## src/common/dbg_macros.svh

```systemverilog
`ifndef DBG_MACROS_SVH
`define DBG_MACROS_SVH

// address bits actually decoded by the target RAM
`define DBG_MEM_AW       10
`define DBG_MEM_DEPTH    1024

`define DBG_RX_DEPTH     16
`define DBG_TX_DEPTH     8   // also the engine's starting credit

// credit granted by the downstream consumer out of reset
`define DBG_LINK_CREDITS 4

`endif

```

## src/hw/dbg_byte_queue.sv

```systemverilog
`timescale 1ns/1ps

module dbg_byte_queue #(
    parameter type item_t       = logic [7:0],
    parameter int  DEPTH        = 16,
    parameter int  LINK_CREDITS = 0
) (
    input  logic   i_clk,
    input  logic   i_reset_n,
    input  logic   i_push,
    input  item_t  i_item,
    output logic   o_full,
    output logic   o_credit_ret,
    input  logic   i_credit,
    output logic   o_valid,
    output item_t  o_item,
    input  logic   i_pop
);

    localparam int PW = (DEPTH > 1) ? $clog2(DEPTH) : 1;
    localparam int CW = $clog2(DEPTH + 1);

    item_t          mem [DEPTH];
    logic [PW-1:0]  wr_ptr;
    logic [PW-1:0]  rd_ptr;
    logic [CW-1:0]  count;
    logic           do_push;
    logic           do_pop;

    assign o_full       = (count == CW'(DEPTH));
    assign do_push      = i_push && !o_full;  // a push into a full queue is lost
    assign o_credit_ret = do_pop;

    always_ff @(posedge i_clk) begin
        if (do_push) begin
            mem[wr_ptr] <= i_item;
        end
    end

    always_ff @(posedge i_clk or negedge i_reset_n) begin
        if (!i_reset_n) begin
            wr_ptr <= '0;
            rd_ptr <= '0;
            count  <= '0;
        end else begin
            if (do_push) begin
                wr_ptr <= (wr_ptr == PW'(DEPTH - 1)) ? '0 : wr_ptr + PW'(1);
            end
            if (do_pop) begin
                rd_ptr <= (rd_ptr == PW'(DEPTH - 1)) ? '0 : rd_ptr + PW'(1);
            end
            count <= count + CW'(do_push) - CW'(do_pop);
        end
    end

    if (LINK_CREDITS != 0) begin : g_link
        logic [15:0] link_credit;
        logic        valid_q;
        item_t       item_q;

        // sends on its own while the consumer has granted room
        assign do_pop = (count != 0) && (link_credit != 0);

        always_ff @(posedge i_clk or negedge i_reset_n) begin
            if (!i_reset_n) begin
                link_credit <= 16'(LINK_CREDITS);
                valid_q     <= 1'b0;
            end else begin
                link_credit <= link_credit + 16'(i_credit) - 16'(do_pop);
                valid_q     <= do_pop;  // one-cycle send strobe
            end
        end

        always_ff @(posedge i_clk) begin
            if (do_pop) begin
                item_q <= mem[rd_ptr];
            end
        end

        assign o_valid = valid_q;
        assign o_item  = item_q;
    end else begin : g_direct
        assign do_pop  = i_pop && (count != 0);
        assign o_valid = (count != 0);
        assign o_item  = mem[rd_ptr];  // head of queue, first word fall through
    end

endmodule

```

## config.mk

```make
export PLATFORM = sky130hd
export DESIGN_NAME = dbg_byte_queue
export DESIGN_NICKNAME = d
export VERILOG_FILES = /design/src/common/dbg_macros.svh /design/src/hw/dbg_byte_queue.sv
export SDC_FILE = /design/constraint.sdc
export NUM_CORES = 1
export LEC_CHECK = 0
export BUFFER_PORTS_ARGS = -buffer_cell sky130_fd_sc_hd__clkbuf_2
export CORE_ASPECT_RATIO = 0.6
export CORE_UTILIZATION = 50
export CTS_BUF_LIST = sky130_fd_sc_hd__clkbuf_16
export CTS_CLUSTER_SIZE = 12
export DETAILED_ROUTE_END_ITERATION = 16
export HOLD_SLACK_MARGIN = 0.03
export PLACE_DENSITY = 0.76
export SETUP_SLACK_MARGIN = 0.1
export SLEW_MARGIN = 0
export SYNTH_ARGS = -nofsm -noshare
export SYNTH_HDL_FRONTEND = slang
export SYNTH_SLANG_ARGS = --single-unit
```

## constraint.sdc

```tcl
create_clock -name i_clk -period 5.6 [get_ports i_clk]
set_input_delay 1.12 -clock i_clk [delete_from_list [all_inputs] [get_ports i_clk]]
set_output_delay 1.12 -clock i_clk [all_outputs]
set_load 0.05 [all_outputs]
```

# Word level (Yosys, flattened, before mapping)
# Memories as Yosys holds them, arrays and structs flattened.
# Cells that the tools add are included.
[totals] reg_bits=13 ramBits=128 inputBits=13 out_inout_bits=11 wordCells=19 mem_count=1
[classes] add_sub_neg=4 eq_ne=3 n_mux=4 reduce_logical=4
[memory_table] memory="mem" words=16 width=8 rd=1 rd_clocked_by_memory_dff=0 write_ports=1 line="dbg_byte_queue.sv:23" text="item_t mem [DEPTH];"
[op_table] cell="4-bit by 1-bit adder with 4-bit output, second input constant" count=2
[op_table] cell="4-bit == test, second input constant" count=2
[op_table] cell="4-bit 2-to-1 mux" count=2
[op_table] cell="5-bit by 1-bit adder with 5-bit output" count=1
[op_table] cell="5-bit == test, second input constant" count=1
[op_table] cell="5-bit nonzero test" count=1
[op_table] cell="5-bit by 1-bit subtractor with 5-bit output" count=1
[op_table] cell="1-bit logical AND" count=2
[op_table] cell="1-bit 2-to-1 mux" count=2
[op_table] cell="1-bit logical NOT" count=1

# Depth between registers and ports, before layout
# Gate-level depths: netlist of run 1.
[depth] ltp_word=5 mapped_depth=15

# Least setup slack after synthesis of run 1
# No wires, ideal clock.
[synth_path] kind="register to output" startpoint="register rd_ptr[0]" endpoint="output o_item[2] (netlist name)" t_arrival_ps=2255 path_slack_ps=2225 stages_incl_launch_ff=7 n_path_buf=2 cell_sequence="dfrtp_1 buf_4 and2_1 clkbuf_2 a22oi_1 mux2i_1 o21ai_0"
[synth_rtl] item="start, declared" line="dbg_byte_queue.sv:25" text="logic [PW-1:0] rd_ptr;"
[synth_rtl] item="start signal, assigned" line="dbg_byte_queue.sv:50" text="rd_ptr <= (rd_ptr == PW'(DEPTH - 1)) ? '0 : rd_ptr + PW'(1);"
[synth_rtl] item="end, declared" line="dbg_byte_queue.sv:16" text="output item_t o_item,"

==> results of run 1 <==
-- worst max-delay path: stages (launching register included) --
cell and delay [ps]:
dfrtp_2 970, nor2b_1 360, a22oi_1 360, mux2i_1 120, o21ai_0 250, clkbuf_2 340
-- cells in the final DEF (no fill, tap or decap), types with 3 or more instances in the layout --
master       n
a21oi_1      3
a22oi_1      8
a32oi_1      8
and2_1       9
buf_4        4
clkbuf_16   17
clkbuf_2    22
clkinv_2     9
dfrtp_1     11
edfxtp_1   128
ha_1        11
inv_1       15
mux2i_1     24
mux4_2      24
nand2_1      4
nand3_1      5
nor2_1       5
nor4_1       4
o21ai_0     12
xnor2_1      4
-- area by class of cell --
class	count	area, µm²	area share
clock inverters	14	128.9	0.01953
inverters	16	60.06	0.009101
multi-input cells	138	1473	0.2232
clock buffers	17	425.4	0.06447
well taps	160	200.2	0.03034
flip-flops and latches	141	4172	0.6322
repair buffers	26	140.1	0.02124
-- stage by stage --
stage / hold slack (ps) / cells / area, µm² / total power [mW]
finish: 559.2 / 512 / 6599 / 3.645
global route: 596.8 / 512 / 6599 / 3.807
CTS: 560.6 / 512 / 6599 / 3.674
detailed placement: 547.9 / 481 / 6045 / 2.621
global placement: 508.0 / 481 / 6045 / 2.582
floorplan: 494.8 / 311 / 5791 / 2.328
-- metal layers --
metal | GRT usage | up-vias | routed length, µm
li1 | - | 1302 | -
met1 | 0.2899 | 1459 | 4888
met2 | 0.2827 | 97 | 4951
met3 | 0.05474 | 23 | 967
met4 | 0.09289 | 0 | 196
met5 | 0 | - | 0
-- kinds of logic after synthesis --
family | share of synthesized area
AND/OR/NAND/NOR | 0.03587
XOR/XNOR | 0.009075
buffers and inverters | 0.02571
multiplexers | 0.1400
AO/OA/AOI/OAI | 0.04214
flip-flops | 0.7200
adder cells (fa/ha/maj) | 0.02723
-- power groups by stage --
stage | Sequential (mW) | Clock, mW | Combinational, mW
2_1_floorplan | 1.35 | 0 | 0.982
3_3_place_gp | 1.52 | 0 | 1.07
3_5_place_dp | 1.53 | 0 | 1.09
4_1_cts | 1.51 | 1.06 | 1.10
5_1_grt | 1.53 | 1.10 | 1.17
6_report | 1.50 | 1.05 | 1.09
-- how the worst min path moves through the flow --
stage          startpoint  endpoint  slack, ps  cells past startpoint
2_1_floorplan    count[0]  count[0]        490                      1
3_3_place_gp     count[0]  count[0]        510                      1
3_5_place_dp     count[0]  count[0]        550                      1
4_1_cts          count[0]  count[0]        560                      1
5_1_grt          count[0]  count[0]        600                      1
6_report         count[0]  count[0]        560                      1
-- sequential cells by signal, indices dropped and copies added (netlist names) --
name and count:
rd_ptr 4, wr_ptr 4, count 5, mem 128
==> results.py, run 1 <==
metrics = {
    "outcome": {
        "status": "completed",
    },
    "timing": {
        "setup_ws_ps": 1651,
        "worstMarginPinSlew_ps": 1153,
        "hold_violations": 0,
        "setup_viol": 0,
        "fin_skew_ps": 5.520,
        "rsz0062_at_grt": "false",
        "timing.fmax_ghz": 0.2532,
        "drv_slew": 0,
        "fin_setup_tns_ps": 0,
        "min_period_ps": 3949,
        "fin_crit_sh": 0.7052,
        "maxSlewHeadroom": 0.2316,
    },
    "critical_path": {
        "r2r-start": "count[2]",
        "r2r_slack_ps": 2590,
        "cp-startpoint": "rd_ptr[0]",
        "crit_type": "reg -> out",
        "endpoint": "o_item[7]",
        "cp_max_fo": 31,
        "r2r_end": "count[4]",
        "critPathArrivalTime_ps": 2830,
        "rr_worst_depth": 14,
        "start_kind": "flip-flop",
        "endpoint_kind": "output port",
        "required_ps": 4480,
    },
    "synthesis": {
        "async_flop_share": 0.09220,
        "synth-warning-count": 0,
        "syn_inst": 311,
        "synth_flop_cell": "edfxtp_1",
        "yosysTopAreaCellShare": 0.6638,
        "syn-num-nets": 336,
        "synth_cell_types": 37,
        "synth.top_cells.by_count": "edfxtp_1, mux2i_1, mux4_2, inv_1, dfrtp_1",
        "avgSynthCellArea_um2": 18.62,
        "synth-edff-count": 128,
        "yosys-top-cells-area": "edfxtp_1, mux4_2, dfrtp_1",
        "seq_area_frac_synth": 0.7200,
        "synth-seq-cells": 141,
        "syn-cell-area_mm2": 0.005791,
        "yosysMostFrequentCell": "edfxtp_1",
        "yosys.area.top_type": "edfxtp_1",
    },
    "place": {
        "gp_congestion": 0.7818,
        "place_ws_ps": 2018,
        "dp_hpwl_mm": 7.200,
        "numPortBuffers": 22,
    },
    "grt": {
        "grt_pass1_wl_mm": 16.56,
        "grt_pass1_vias": 2852,
        "antenna_found_initial": 0,
        "gr-total-overflow": 0,
        "grt_max_degree": 45,
        "grt_usage": 0.1998,
    },
    "cells_and_area": {
        "layout-drive-gt1-share": 0.2557,
        "fillerInstances": 875,
        "final_core_util": 0.5841,
        "diodes": 0,
        "fin_nets": 365,
        "area_growth_pct": 13.96,
    },
    "floorplanning": {
        "num_rows": 30,
        "start_util": 0.5125,
        "coreArea_mm2": 0.01130,
        "dieHeight_um": 85.36,
        "die_area_mm2": 0.01203,
        "die_w_um": 140.9,
        "ios": 24,
    },
    "drt": {
        "num_vias": 2881,
        "wl_per_cell_um": 21.49,
        "via_per_inst": 5.627,
        "ant_nets": 0,
        "drtIter0Drc": 271,
        "wl_mm": 11.00,
        "dr.pass1.iters": 4,
        "remaining_drc_errors": 0,
    },
    "job": {
        "cap_violations": 0,
    },
    "worst_hold_path": {
        "hold_path_class": "reg -> reg",
    },
    "power_and_ir_drop": {
        "power.switching_mw": 1.263,
        "ir_worst_vdd_v": 0.0002647,
        "p_int_mw": 2.382,
        "pwr-share-seq": 0.413,
        "switching_share": 0.3466,
        "p_clk_frac": 0.288,
        "power.density_mw_per_mm2": 552.4,
        "combPwrFrac": 0.300,
        "leakagePower_nw": 2.296,
    },
    "clock_tree": {
        "clk_latency_ps": 410,
        "clockBufferDepth": 2,
        "clkSinkCount": 141,
        "path_clk_slew_ps": 60,
        "cts-root-buf": "clkbuf_16",
        "postCtsSetupBuffers": 0,
        "cts_tree": "done",
        "cts-buffers-inserted": 17,
        "cts_resized": 0,
        "htreeDepth": 4,
        "hold_buffers": 0,
    },
}
No activity file was read; power rests on OpenSTA's default activity.
==> run 2: changes to the inputs <==
==> constraint.sdc (replaced) <==
create_clock -name i_clk -period 4.1 [get_ports i_clk]
set_input_delay 0.82 -clock i_clk [delete_from_list [all_inputs] [get_ports i_clk]]
set_output_delay 0.82 -clock i_clk [all_outputs]
set_load 0.05 [all_outputs]
==> results.py, run 2 (synthesized netlist as in run 1, its figures left out) <==
metrics = {
    "power_and_ir_drop": {
        "power.density_mw_per_mm2": 795.9,
        "leakagePower_nw": 2.366,
        "ir_worst_vdd_v": 0.0003912,
        "p_total_mw": 5.380,
    },
    "clock_tree": {
        "cts-buffers-inserted": 17,
        "postCtsSetupBuffers": 0,
        "htreeDepth": 4,
        "path_clk_slew_ps": 50,
        "clk_latency_ps": 420,
        "hold_buffers": 0,
        "clockBufferDepth": 2,
        "cts-root-buf": "clkbuf_16",
        "clkSinkCount": 141,
        "cts_tree": "done",
        "cts_resized": 0,
    },
    "floorplanning": {
        "coreArea_mm2": 0.01130,
        "ios": 24,
        "start_util": 0.5125,
        "num_rows": 30,
        "die_w_um": 140.9,
        "die_area_mm2": 0.01203,
        "dieHeight_um": 85.36,
    },
    "drt": {
        "wl_per_cell_um": 22.37,
        "wl_mm": 11.52,
        "num_vias": 2995,
        "drtIter0Drc": 281,
        "ant_nets": 0,
        "remaining_drc_errors": 0,
        "via_per_inst": 5.816,
        "dr.pass1.iters": 4,
    },
    "cells_and_area": {
        "reg.largest.list": "mem (128), count (5)",
        "diodes": 0,
        "final_core_util": 0.5982,
        "final_common_cell": "edfxtp_1",
        "top_register": "mem",
        "area_growth_pct": 16.72,
        "stdcell_area_mm2": 0.006759,
        "largest_reg_flops": 128,
        "mostFrequentLayoutCells": "edfxtp_1, mux4_2, mux2i_1, clkbuf_2, clkbuf_16",
        "layout-drive-gt1-share": 0.2535,
        "fin_nets": 367,
    },
    "critical_path": {
        "critPathArrivalTime_ps": 2660,
        "start_kind": "flip-flop",
        "cp_max_fo": 19,
        "crit_type": "reg -> out",
        "required_ps": 3280,
        "endpoint_kind": "output port",
    },
    "timing": {
        "min_period_ps": 3484,
        "fin_skew_ps": 7.036,
        "fin_crit_sh": 0.8497,
        "worstMarginPinSlew_ps": 872.6,
        "setup_viol": 0,
        "hold_violations": 0,
        "drv_slew": 0,
        "rsz0062_at_grt": "false",
        "timing.fmax_ghz": 0.2870,
        "hold_ws_ps": 296.2,
        "fin_setup_tns_ps": 0,
        "maxSlewHeadroom": 0.4161,
    },
    "grt": {
        "grt_pass1_vias": 3011,
        "antenna_found_initial": 0,
        "grt_usage": 0.2094,
        "gr-total-overflow": 0,
        "grt_max_degree": 24,
        "grt_pass1_wl_mm": 17.42,
    },
    "place": {
        "numPortBuffers": 22,
        "dp_hpwl_mm": 7.290,
        "gp_congestion": 0.7972,
        "place_area_mm2": 0.006085,
    },
    "worst_hold_path": {
        "hold_path_class": "in -> async",
    },
    "outcome": {
        "status": "completed",
    },
    "job": {
        "cap_violations": 0,
    },
}
## run 2: cell types whose count changed in the layout (fill, tap and decap cells not counted)
cell        change
clkinv_2        -5
bufinv_16       +5
clkinv_4        -1
clkinvlp_4      -1
buf_12          +2
clkinv_1        +3
## run 2: per-layer routing
metal	track usage	vias up	wire length, µm
met3	0.05643	20	660
met5	0	-	0
li1	-	1302	-
met2	0.3080	116	5245
met1	0.2977	1557	5414
met4	0.08893	0	200
## run 2: worst max-delay path, cell delays in order (launching register included)
cell,delay (ps)
dfrtp_2,760
nor2b_1,320
a22oi_1,330
mux2i_1,120
o21ai_0,350
clkbuf_2,350
## run 2: metrics by stage
step,worst slack [ps],cells
floorplan,1025,311
global placement,1127,483
detailed placement,995.7,483
CTS,664.9,515
global route,492.9,515
finish,616.2,515
## run 2: layout make-up
type                            instances  area, µm²
Timing Repair Buffer                   28      180.2
Multi-Input combinational cell        138       1473
Tap cell                              160      200.2
Inverter                               16      60.06
Fill cell                             815       4539
Sequential cell                       141       4172
Clock inverter                         15      249.0
Clock buffer                           17      425.4
## run 2: where the power goes
group          switching, mW  internal [mW]
registers              0.232           1.76
clock network          0.566           1.19
logic                  0.983          0.653
total                   1.78           3.60
## run 2: worst paths after layout
| check | from | end | slack, ps | depth (start not counted) |
|---|---|---|---|---|
| max in group asynchronous | i_reset_n | rd_ptr[1] | 3520 | 1 |
| min in group i_clk | count[0] | count[0] | 540 | 1 |
| hold reg to reg | count[0] | count[0] | 540 | 1 |
| hold / removal | i_reset_n | count[3] | 300 | 1 |
| setup / recovery | rd_ptr[0] | o_item[0] | 620 | 5 |
| setup reg to reg | count[2] | count[4] | 990 | 14 |
