===== src/common/dbg_macros.svh =====
`ifndef DBG_MACROS_SVH
`define DBG_MACROS_SVH

// address bits actually decoded by the target RAM
`define DBG_MEM_AW       10
`define DBG_MEM_DEPTH    1024

`define DBG_RX_DEPTH     16
`define DBG_TX_DEPTH     8   // also the engine's starting credit

// credit granted by the downstream consumer out of reset
`define DBG_LINK_CREDITS 4

`endif


===== src/common/dbg_proto_pkg.sv =====
package dbg_proto_pkg;

    // opcodes, first byte of every command
    typedef enum logic [7:0] {
        CMD_NOP       = 8'd0,
        CMD_ECHO      = 8'd1,  // one byte in, same byte out
        CMD_MEM_WRITE = 8'd2,  // addr hi, addr lo, len hi, len lo, data
        CMD_MEM_READ  = 8'd3,  // addr hi, addr lo, len hi, len lo
        CMD_REG_WRITE = 8'd4,  // reg addr, value
        CMD_REG_READ  = 8'd5   // reg addr
    } dbg_cmd_e;

    // control and status register map
    typedef enum logic [7:0] {
        REG_CTRL        = 8'd0,  // bit 0 is write protect
        REG_CMD_COUNT   = 8'd1,
        REG_BAD_OPCODE  = 8'd2,
        REG_RX_OVERFLOW = 8'd3
    } dbg_reg_e;

    // one reply byte on its way to the link
    typedef struct packed {
        logic [7:0] data;
        logic       last;  // final byte of a reply
    } tx_item_t;

endpackage


===== src/debugger/dbg_ctrl_regs.sv =====
`timescale 1ns/1ps

module dbg_ctrl_regs (
    input  logic                     i_clk,
    input  logic                     i_reset_n,
    input  logic                     i_wr_en,
    input  dbg_proto_pkg::dbg_reg_e  i_addr,
    input  logic [7:0]               i_wdata,
    output logic [7:0]               o_rdata,
    input  logic                     i_cmd_done,
    input  logic                     i_bad_opcode,
    input  logic                     i_rx_overflow,
    output logic                     o_write_protect
);

    logic [7:0] ctrl;
    logic [7:0] cmd_count;
    logic [7:0] bad_count;
    logic [7:0] ovf_count;

    // counters stick at 255, any write clears them
    always_ff @(posedge i_clk or negedge i_reset_n) begin
        if (!i_reset_n) begin
            ctrl      <= '0;
            cmd_count <= '0;
            bad_count <= '0;
            ovf_count <= '0;
        end else begin
            if (i_wr_en && i_addr == dbg_proto_pkg::REG_CTRL) begin
                ctrl <= i_wdata;
            end

            if (i_wr_en && i_addr == dbg_proto_pkg::REG_CMD_COUNT) begin
                cmd_count <= '0;
            end else if (i_cmd_done && cmd_count != 8'hff) begin
                cmd_count <= cmd_count + 8'd1;
            end

            if (i_wr_en && i_addr == dbg_proto_pkg::REG_BAD_OPCODE) begin
                bad_count <= '0;
            end else if (i_bad_opcode && bad_count != 8'hff) begin
                bad_count <= bad_count + 8'd1;
            end

            if (i_wr_en && i_addr == dbg_proto_pkg::REG_RX_OVERFLOW) begin
                ovf_count <= '0;
            end else if (i_rx_overflow && ovf_count != 8'hff) begin
                ovf_count <= ovf_count + 8'd1;
            end
        end
    end

    always_comb begin
        case (i_addr)
            dbg_proto_pkg::REG_CTRL:        o_rdata = ctrl;
            dbg_proto_pkg::REG_CMD_COUNT:   o_rdata = cmd_count;
            dbg_proto_pkg::REG_BAD_OPCODE:  o_rdata = bad_count;
            dbg_proto_pkg::REG_RX_OVERFLOW: o_rdata = ovf_count;
            default:                        o_rdata = 8'h00;  // unmapped
        endcase
    end

    assign o_write_protect = ctrl[0];

endmodule


===== config.mk =====
export PLATFORM = sky130hd
export DESIGN_NAME = dbg_ctrl_regs
export DESIGN_NICKNAME = d
export VERILOG_FILES = /design/src/common/dbg_macros.svh /design/src/common/dbg_proto_pkg.sv /design/src/debugger/dbg_ctrl_regs.sv
export SDC_FILE = /design/constraint.sdc
export NUM_CORES = 1
export LEC_CHECK = 0
export ABC_CLOCK_PERIOD_IN_PS = 2000
export BUFFER_PORTS_ARGS = -buffer_cell sky130_fd_sc_hd__buf_2
export CAP_MARGIN = 15
export CORE_MARGIN = 4
export CORE_UTILIZATION = 40
export DETAILED_ROUTE_END_ITERATION = 10
export SLEW_MARGIN = 20
export SYNTH_ARGS = -nofsm -noshare
export SYNTH_HDL_FRONTEND = slang
export SYNTH_SLANG_ARGS = --single-unit

===== constraint.sdc =====
create_clock -name i_clk -period 2 [get_ports i_clk]
set_input_delay 0.3 -clock i_clk [delete_from_list [all_inputs] [get_ports i_clk]]
set_output_delay 0.3 -clock i_clk [all_outputs]
set_load 0.005 [all_outputs]

# --- Word-level counts from Yosys, hierarchy flattened ---
# Cells that the tools add are included.
op_classes:
  n_addsub: 3
  eq_ne: 6
  mux: 7
  n_reduce_logical: 11
op_table:
  columns: ["cell", "count"]
  rows:
  - ["8-bit two-way mux", 6]
  - ["8-bit case mux with 4 select lines", 1]
  - ["8-bit by 1-bit adder with 8-bit output, second input constant", 3]
  - ["8-bit inequality test, second input constant", 3]
  - ["8-bit by 2-bit equality test with 1-bit output, second input constant", 2]
  - ["8-bit by 1-bit equality test with 1-bit output, second input constant", 1]
  - ["8-bit logical NOT", 1]
  - ["1-bit logical AND", 7]
  - ["2-bit nonzero test", 3]
totals:
  regBits: 32
  input_bits: 22
  output_inout_bits: 9
  wordCells: 31

# --- Logic depth before layout (Yosys ltp) ---
# Gate-level depths: netlist of run 1.
logic_depth:
  ltp_word: 4
  ltp_mapped: 5
  ltp_nobuf: 5

# --- Worst setup path before layout of run 1 ---
# OpenSTA, ideal clock, no wires.
synth_path:
  path_kind: "register to register"
  startpoint: "reg cmd_count[0]"
  endpoint: "reg cmd_count[5]"
  setup_time_ns: 0.077
  t_arrival_ns: 1.440
  setup_slack_ns: 0.483
  stages_incl_launch_ff: 6
  path_cell_list: "dfrtp_1 -> ha_1 -> nand4_1 -> o21ai_2 -> or4_1 -> a21oi_1"
synth_between:
  elab_chain_len: 3
  elab_cells_between_ends: 6
  cone_classes: "add/sub (1); eq/ne (1); mux (2); reduce/logical (2)"
synth_lines:
  columns: ["element", "line", "text"]
  rows:
  - ["start, declared", "dbg_ctrl_regs.sv:17", "logic [7:0] cmd_count;"]
  - ["start signal, assigned", "dbg_ctrl_regs.sv:36", "cmd_count <= cmd_count + 8'd1;"]
  - ["8-bit by 1-bit adder with 8-bit output / 8-bit inequality test (equally long branches)", "dbg_ctrl_regs.sv:36, dbg_ctrl_regs.sv:35", null]
  - ["8-bit two-way mux / 1-bit logical AND (equally long branches)", "dbg_ctrl_regs.sv:35", "end else if (i_cmd_done && cmd_count != 8'hff) begin"]
  - ["8-bit two-way mux / 2-bit nonzero test (equally long branches)", null, null]
# Several ways; a longest one is shown, not always the timed one. The select of a mux whose other input is x is not followed.
# A chain may end at the register's enable or synchronous reset.

# --- Worst setup path in the final report of run 1 ---
layout_path:
  startpoint: "reg ovf_count[2]"
  endpoint: "out o_rdata[2]"
layout_between:
  elab_chain_len: 1
layout_lines:
  columns: ["element", "line", "text"]
  rows:
  - ["start, declared", "dbg_ctrl_regs.sv:19", "logic [7:0] ovf_count;"]
  - ["start signal, assigned", "dbg_ctrl_regs.sv:48", "ovf_count <= ovf_count + 8'd1;"]
  - ["8-bit case mux with 4 select lines", "dbg_ctrl_regs.sv:54", "case (i_addr)"]
  - ["end, declared", "dbg_ctrl_regs.sv:9", "output logic [7:0] o_rdata,"]
# Every way passes these cells.

==> results.py, run 1 <==
metrics = {
    "timing": {
        "finalSetupViolCount": 0,
        "fin_setup_tns_ps": 0,
        "fin_crit_sh": 0.908,
        "tightest_slew_ps": 727,
        "drv_slew": 0,
        "clock_skew_ps": 5.36,
        "hold_ws_ps": 65.1,
        "fin_crit_ps": 1820,
        "hold_violations": 0,
        "fmaxAchievable_ghz": 0.551,
        "slew_headroom": 0.516,
        "rsz0062_at_grt": "false",
    },
    "final_layout": {
        "n_antenna_cell": 0,
        "fin_util": 0.486,
        "drive_gt1_frac": 0.300,
        "syn2layout_area_growth_pct": 16.7,
        "nFillCells": 438,
        "nets": 231,
    },
    "detailed_routing": {
        "wl_per_cell_um": 17.1,
        "via_count": 1507,
        "route.met2.wl_um": 2230,
        "drcViolationCount": 0,
        "route.met3.wl_um": 230,
        "drt_iter0_drc": 72,
        "vias_per_cell": 5.82,
        "top_layer_used": "met4",
        "dr.pass1.iters": 4,
        "ant_nets": 0,
        "drt-met1-wl_um": 1910,
        "wirelength_um": 4440,
    },
    "synth": {
        "synth-edff-count": 0,
        "yosysWarnings": 0,
        "synth_common_cells": "32 x dfrtp_1, 24 x nor2_1",
        "synth_nets": 194,
        "synthTopCellsByArea": "dfrtp_1 44%, mux4_2 9.8%, mux2_2 4.9%",
        "synth-main-ff-cell": "dfrtp_1",
        "syn_inst": 169,
        "ys_seq_elements": 32,
        "ys_seq_area_frac": 0.436,
        "yosysTopAreaCellShare": 0.436,
        "synthArstFlopShare": 1.00,
        "avgSynthCellArea_sq_um": 10.9,
        "syn-cell-area_sq_um": 1840,
        "yosysMostFrequentCell": "dfrtp_1",
        "yosys.area.top_type": "dfrtp_1",
        "synth_cell_type_count": 36,
    },
    "grt": {
        "antenna_found_initial": 0,
        "grt_first_pass_wirelength_um": 7450,
        "grt_usage": 0.176,
        "grt_pass1_vias": 1536,
        "overflow": 0,
        "grt_max_degree": 33,
    },
    "die": {
        "coreArea_sq_um": 4410,
        "start_util": 0.416,
        "die_area_sq_um": 5740,
        "dieHeight_um": 75.8,
        "rows": 24,
        "fp.dieW_um": 75.8,
        "io_pins": 31,
    },
    "cts": {
        "clock_latency_ps": 290,
        "cts_resized": 0,
        "cts.sinks": 32,
        "h-tree-depth": 2,
        "cts_tree": "built",
        "cts_setup_buffers": 0,
        "cts_root_buf": "clkbuf_8",
        "cts_buffers": 5,
        "cts_hold_buf": 0,
        "clk_pin_slew_worst_paths_ps": 70,
        "clk_path_buf_depth": 2,
    },
    "setup_path": {
        "critical_path.max_fanout": 8,
        "worstSetupStartpointType": "register",
        "r2r_cells": 5,
        "r2r-start": "cmd_count[0]",
        "crit_required_ps": 1700,
        "crit_buf_inv": 1,
        "cp-startpoint": "ovf_count[2]",
        "critPathSlowestCell": "mux4_2",
        "slowest_delay_ps": 490,
        "cp_top_family": "multiplexers",
        "arrival_ps": 1520,
        "critPathKind": "reg -> out",
        "end_kind": "output port",
        "worst-r2r-setup-slack_ps": 330,
        "worstPathCellList": "mux4_2 > nor2b_1 > buf_2",
        "reg2reg_to": "cmd_count[5]",
    },
    "pwr": {
        "p_sw_uw": 844,
        "p_comb_frac": 0.270,
        "pwr-share-seq": 0.506,
        "p_clk_frac": 0.224,
        "powerDensity_nw_per_um2": 1080,
        "p_int_mw": 1.46,
        "peakVddDrop_v": 0.000610,
        "p_leak_nw": 0.942,
        "switching_share": 0.366,
    },
    "placed_design": {
        "gp_congestion": 0.825,
        "hpwl_um": 3270,
        "port_buffers": 30,
    },
    "job": {
        "drv_cap": 0,
    },
    "hold_path": {
        "hp-class": "in -> async",
    },
    "run_status": {
        "outcome": "finished, final reports clean",
    },
}
flip-flops by register name (all words and copies together) (netlist names):
| name | count |
|---|---|
| cmd_count | 8 |
| bad_count | 8 |
| ovf_count | 8 |
| ctrl | 8 |
cells in the final DEF, fill, tap and decap left out, types with 3 or more instances in the layout:
cell and count:
nor2_1 24, buf_2 30, nand4_1 6, clkbuf_8 6, mux2_2 8, inv_1 4, nand3_1 8, xor2_1 7
a21oi_1 7, ha_1 3, nand2_1 4, and4_1 3, o21ai_0 7, nor3_1 7, dfrtp_1 32, mux4_2 8
mux2i_1 4, a211oi_1 3, nor3_2 3, nor2b_1 8
area by class of cell:
| class | count | area, sq um | area share |
|---|---|---|---|
| Timing Repair Buffer | 32 | 165 | 0.0770 |
| Sequential cell | 32 | 801 | 0.373 |
| Tap cell | 52 | 65.1 | 0.0303 |
| Multi-Input combinational cell | 131 | 1010 | 0.471 |
| Clock buffer | 8 | 90.1 | 0.0420 |
| Inverter | 4 | 15.0 | 0.00700 |
per-layer routing:
metal  track usage  vias to the layer above
met4        0.0621                        0
met2         0.284                       34
met5             0                        -
met3        0.0541                        8
li1              -                      714
met1         0.224                      751
through the flow:
step,total power [mW],instance area [sq um],setup WS [ps],std cells
finish,2.31,2150,185,259
global route,2.48,2150,112,259
CTS,2.32,2150,171,259
detailed placement,1.79,2060,220,251
global placement,1.76,2060,237,251
floorplan,1.57,1840,483,169
worst max path at each step:
stage / endpoint / slack, ps / cells past startpoint
after CTS: o_rdata[2] / 170 / 3
after global placement: o_rdata[7] / 240 / 4
final: o_rdata[2] / 180 / 3
after floorplan: cmd_count[5] / 480 / 5
after global routing: o_rdata[2] / 110 / 3
after detailed placement: o_rdata[5] / 220 / 4
power groups by stage:
stage	combinational (mW)	sequential [mW]	clock, mW
after CTS	0.627	1.16	0.532
final	0.622	1.17	0.518
after global placement	0.598	1.16	0
after floorplan	0.508	1.06	0
after global routing	0.710	1.20	0.562
after detailed placement	0.619	1.17	0
cell families after synthesis:
family | synth area share
simple gates | 0.227
flops | 0.436
compound gates | 0.0905
mux | 0.169
xor+xnor | 0.0429
buf+inv | 0.0150
fa+ha+maj | 0.0204
Note: power is estimated with default switching activity, not from simulation.
==> inputs of run 2 (changes only) <==
- ABC_AREA: unset -> 1
- HOLD_SLACK_MARGIN: unset -> 0.08
- RECOVER_POWER: unset -> 100
==> run 2 against run 1 <==
  * Critical path type is now in -> out
  * Register-to-register slack better by 40 ps
  * Non-clock buffer count is 2 lower
  * Maximum frequency is 5.6% higher
  * Die area is 18% higher
  * Largest power group unchanged
==> results.py, run 2 <==
metrics = {
    "pwr": {
        "switching_share": 0.366,
        "p_comb_frac": 0.234,
        "p_clk_frac": 0.283,
        "powerDensity_nw_per_um2": 881,
        "pwr-share-seq": 0.483,
        "p_int_mw": 1.37,
        "peakVddDrop_v": 0.000473,
        "p_leak_nw": 1.22,
        "p_sw_uw": 793,
        "power_mw": 2.17,
    },
    "detailed_routing": {
        "ant_nets": 0,
        "via_count": 2064,
        "wl_per_cell_um": 12.9,
        "vias_per_cell": 5.05,
        "wirelength_um": 5270,
        "dr.pass1.iters": 4,
        "drcViolationCount": 0,
        "drt_iter0_drc": 103,
    },
    "final_layout": {
        "drive_gt1_frac": 0.159,
        "nFillCells": 552,
        "syn2layout_area_growth_pct": 10.9,
        "regArea_sq_um": 801,
        "layout_commonest_cell": "nand2_1",
        "multiInputGateArea_sq_um": 1220,
        "nets": 363,
        "layout_common_cells": "93 x nand2_1, 76 x nand3_1, 32 x dfrtp_1",
        "n_antenna_cell": 0,
    },
    "timing": {
        "fin_crit_ps": 1720,
        "fin_setup_tns_ps": 0,
        "rsz0062_at_grt": "false",
        "fmaxAchievable_ghz": 0.582,
        "tightest_slew_ps": 739,
        "drv_slew": 0,
        "fin_crit_sh": 0.860,
        "hold_violations": 0,
        "finalSetupViolCount": 0,
        "slew_headroom": 0.507,
        "clock_skew_ps": 5.20,
    },
    "synth": {
        "yosysWarnings": 0,
        "syn_inst": 308,
        "synth_common_cells": "88 x nand2_1, 75 x nand3_1, 32 x dfrtp_1, 28 x nor2_1, 22 x inv_1",
        "yosys.area.top_type": "dfrtp_1",
        "ys_seq_area_frac": 0.361,
        "yosysTopAreaCellShare": 0.361,
        "yosysMostFrequentCell": "nand2_1",
        "synthMuxAreaShare": 0,
        "synth_cell_type_count": 25,
        "synthTopCellsByArea": "dfrtp_1 36%, nand3_1 17%, nand2_1 15%",
        "ys_seq_elements": 32,
        "synth-main-ff-cell": "dfrtp_1",
        "yosys.area_share.adder": 0.0169,
        "syn-cell-area_sq_um": 2220,
        "synth_nets": 333,
        "synth-simple-area-share": 0.511,
        "synth_compound_area_frac": 0.0243,
        "synthArstFlopShare": 1.00,
        "avgSynthCellArea_sq_um": 7.20,
        "synth-xor-area-share": 0.0119,
        "synth_top_family_by_area": "simple AND/OR/NAND/NOR gates",
        "synth-edff-count": 0,
    },
    "grt": {
        "grt_max_degree": 33,
        "grt_first_pass_wirelength_um": 8950,
        "grt_usage": 0.175,
        "grt_pass1_vias": 1917,
        "antenna_found_initial": 0,
        "overflow": 0,
    },
    "cts": {
        "clk_pin_slew_worst_paths_ps": 70,
        "h-tree-depth": 2,
        "cts_resized": 0,
        "cts_tree": "built",
        "cts_setup_buffers": 0,
        "cts_hold_buf": 0,
        "cts_root_buf": "clkbuf_8",
        "clk_path_buf_depth": 2,
        "clock_latency_ps": 280,
        "cts.sinks": 32,
        "cts_buffers": 5,
    },
    "setup_path": {
        "critical_path.max_fanout": 27,
        "crit_required_ps": 1700,
        "critPathKind": "in -> out",
        "r2r-start": "cmd_count[1]",
        "reg2reg_to": "cmd_count[7]",
        "worst-r2r-setup-slack_ps": 370,
        "end_kind": "output port",
        "worstSetupStartpointType": "input pin",
        "arrival_ps": 1420,
        "r2r_cells": 8,
    },
    "placed_design": {
        "port_buffers": 30,
        "gp_congestion": 0.872,
        "hpwl_um": 4000,
    },
    "die": {
        "start_util": 0.423,
        "rows": 26,
        "io_pins": 31,
        "die_area_sq_um": 6800,
        "coreArea_sq_um": 5240,
        "dieHeight_um": 82.5,
        "fp.dieW_um": 82.5,
    },
    "job": {
        "drv_cap": 0,
    },
    "hold_path": {
        "hp-class": "in -> async",
    },
    "run_status": {
        "outcome": "finished, final reports clean",
    },
}
run 2: changes by cell type in the layout (fill, tap and decap cells not counted), sizes merged, moves of 8 or more:
cell   before  now
nand2       4   98
nand3       9   84
nor3       11    1
nor2       24   35
mux2        8    0
inv         4   27
buf        32   22
nor2b       8    0
mux4        8    0
run 2: worst max-delay path by stage:
stage | start | end | slack [ps] | depth (start not counted)
global route | bad_count[0] | bad_count[1] | 160 | 8
finish | i_addr[5] | o_rdata[7] | 280 | 7
detailed placement | i_addr[5] | o_rdata[0] | 360 | 7
global placement | i_addr[7] | o_rdata[0] | 380 | 7
floorplan | i_addr[7] | o_rdata[0] | 710 | 6
CTS | i_addr[5] | o_rdata[0] | 360 | 7
run 2: critical path: stages:
cell and delay [ps]:
buf_2 100, nor2_1 100, nand2_1 120, inv_2 370, nand3_1 200, nand4_1 130, buf_2 110
run 2: cell families after synthesis:
kind of cell,count (synthesis)
simple gates,226
fa+ha+maj,3
xor+xnor,3
buf+inv,34
flops,32
compound gates,10
run 2: cell type report:
type,instances,area share
multi-input combinational,242,0.496
sequential,32,0.326
timing repair buffer,30,0.0580
inverter,27,0.0412
tap,70,0.0356
clock buffer,6,0.0295
clock inverter,2,0.0142
run 2: layer usage:
metal	part of all wire	track usage	routed length (um)	vias to the layer above
met5	0	0	0	-
met4	0.019	0.0664	98	0
met3	0.039	0.0347	208	9
met2	0.45	0.269	2390	34
met1	0.49	0.241	2570	949
li1	-	-	-	1072
run 2: power by group through the flow:
stage	Combinational, mW	Clock (mW)	Sequential (mW)
2_1_floorplan	0.420	0	0.969
3_3_place_gp	0.512	0	1.06
3_5_place_dp	0.525	0	1.06
4_1_cts	0.528	0.638	1.05
5_1_grt	0.601	0.668	1.08
6_report	0.507	0.614	1.05
run 2: stage by stage:
stage	hold WS, ps	instance area (sq um)	std cells	utilization	setup slack [ps]
floorplan	4.41	2220	308	-	711
global placement	415	2390	401	0.457	380
detailed placement	413	2390	401	0.457	361
CTS	102	2500	409	0.478	362
global route	137	2460	409	0.469	158
finish	77.1	2460	409	0.469	281
==> inputs of run 3 (changes only) <==
- REMOVE_ABC_BUFFERS: unset -> 1
==> run 3 against run 2 <==
  * Critical path depth stayed put
  * Largest cell class unchanged
  * Sequential share of layout area rose by 0.12 points
  * Highest routed layer unchanged
  * Cell area decreased by 0.36%
  * Combinational power rose by 1%
  * Clock skew is 0.77 ps higher
  * Routed wire length is 0.44% higher
  * Clock-buffer cell count increased by 2
  * Maximum frequency up 5.2%
  * Via count decreased by 0.24%
==> results.py, run 3 (synthesized netlist as in run 2, its figures left out) <==
metrics = {
    "run_status": {
        "outcome": "finished, final reports clean",
    },
    "timing": {
        "slew_headroom": 0.430,
        "drv_slew": 0,
        "fin_crit_sh": 0.817,
        "hold_ws_ps": 119,
        "clock_skew_ps": 5.97,
        "rsz0062_at_grt": "false",
        "fin_crit_ps": 1630,
        "fin_setup_tns_ps": 0,
        "tightest_slew_ps": 855,
        "finalSetupViolCount": 0,
        "fmaxAchievable_ghz": 0.612,
        "hold_violations": 0,
        "setup_slack_ps": 365,
    },
    "cts": {
        "clock_latency_ps": 280,
        "cts_buffers": 5,
        "cts_root_buf": "clkbuf_8",
        "clk_pin_slew_worst_paths_ps": 70,
        "cts_hold_buf": 0,
        "cts.sinks": 32,
        "h-tree-depth": 2,
        "cts_tree": "built",
        "cts_setup_buffers": 0,
        "cts_resized": 0,
        "clk_path_buf_depth": 2,
    },
    "die": {
        "rows": 26,
        "io_pins": 31,
        "coreArea_sq_um": 5240,
        "fp.dieW_um": 82.5,
        "start_util": 0.423,
        "dieHeight_um": 82.5,
        "die_area_sq_um": 6800,
    },
    "detailed_routing": {
        "via_count": 2059,
        "drt_iter0_drc": 149,
        "ant_nets": 0,
        "drcViolationCount": 0,
        "vias_per_cell": 5.03,
        "wirelength_um": 5290,
        "dr.pass1.iters": 4,
        "wl_per_cell_um": 12.9,
    },
    "grt": {
        "overflow": 0,
        "grt_usage": 0.174,
        "grt_pass1_vias": 1852,
        "antenna_found_initial": 0,
        "grt_max_degree": 33,
        "grt_first_pass_wirelength_um": 9010,
    },
    "setup_path": {
        "end_kind": "output port",
        "arrival_ps": 1330,
        "critPathKind": "in -> out",
        "worstSetupStartpointType": "input pin",
        "crit_required_ps": 1700,
        "critical_path.max_fanout": 17,
    },
    "pwr": {
        "p_int_mw": 1.29,
        "pwr-share-seq": 0.503,
        "p_sw_uw": 778,
        "p_leak_nw": 1.21,
        "powerDensity_nw_per_um2": 843,
        "p_clk_frac": 0.249,
        "p_comb_frac": 0.248,
        "switching_share": 0.377,
        "power_mw": 2.07,
        "peakVddDrop_v": 0.000334,
    },
    "hold_path": {
        "hp-class": "in -> async",
    },
    "final_layout": {
        "syn2layout_area_growth_pct": 10.5,
        "fin_util": 0.468,
        "layout_commonest_cell": "nand2_1",
        "n_antenna_cell": 0,
        "layout_common_cells": "92 x nand2_1, 76 x nand3_1, 32 x dfrtp_1",
        "nets": 363,
        "drive_gt1_frac": 0.153,
    },
    "placed_design": {
        "hpwl_um": 3920,
        "gp_congestion": 0.771,
        "port_buffers": 30,
        "place_ws_ps": 360,
    },
    "job": {
        "drv_cap": 0,
    },
}
-- run 3: layer usage --
metal  wire [um]  vias up  track usage
li1            -     1076            -
met4          36        0       0.0349
met3         233        4       0.0412
met5           0        -            0
met1        2720      939        0.265
met2        2310       40        0.247
-- run 3: path summary, 6_finish.rpt --
path / start / slack, ps / cells after the start / end
max: i_addr[7] / 370 / 7 / o_rdata[0]
min: i_reset_n / 120 / 1 / cmd_count[2]
max reg2reg: ovf_count[0] / 380 / 8 / ovf_count[7]
min reg2reg: ctrl[2] / 470 / 2 / ctrl[2]
max in group asynchronous: i_reset_n / 1350 / 1 / ctrl[0]
min in group i_clk: i_wdata[2] / 250 / 3 / ctrl[2]
-- run 3: cell type report --
cell class	instances	area (sq um)
fill	560	2790
timing repair buffer	30	141
sequential	32	801
inverter	27	104
tap	70	87.6
multi-input combinational	242	1230
clock buffer	8	90.1
-- run 3: through the flow --
| stage | cell area (sq um) | cells |
|---|---|---|
| 2_1_floorplan | 2160 | 301 |
| 3_3_place_gp | 2390 | 401 |
| 3_5_place_dp | 2390 | 401 |
| 4_1_cts | 2480 | 409 |
| 5_1_grt | 2450 | 409 |
| 6_report | 2450 | 409 |
-- run 3: worst max-delay path, cell delays in order --
cell,delay [ps]
buf_2,90
nor2_1,100
nand2_1,140
nor2_4,360
nand2_1,100
nand4_1,110
clkbuf_1,120
-- run 3: power groups by stage --
| stage | combinational, mW | sequential (mW) | clock (mW) |
|---|---|---|---|
| floorplan | 0.415 | 0.969 | 0 |
| global placement | 0.514 | 1.05 | 0 |
| detailed placement | 0.525 | 1.05 | 0 |
| CTS | 0.527 | 1.04 | 0.537 |
| global route | 0.602 | 1.07 | 0.568 |
| finish | 0.512 | 1.04 | 0.515 |
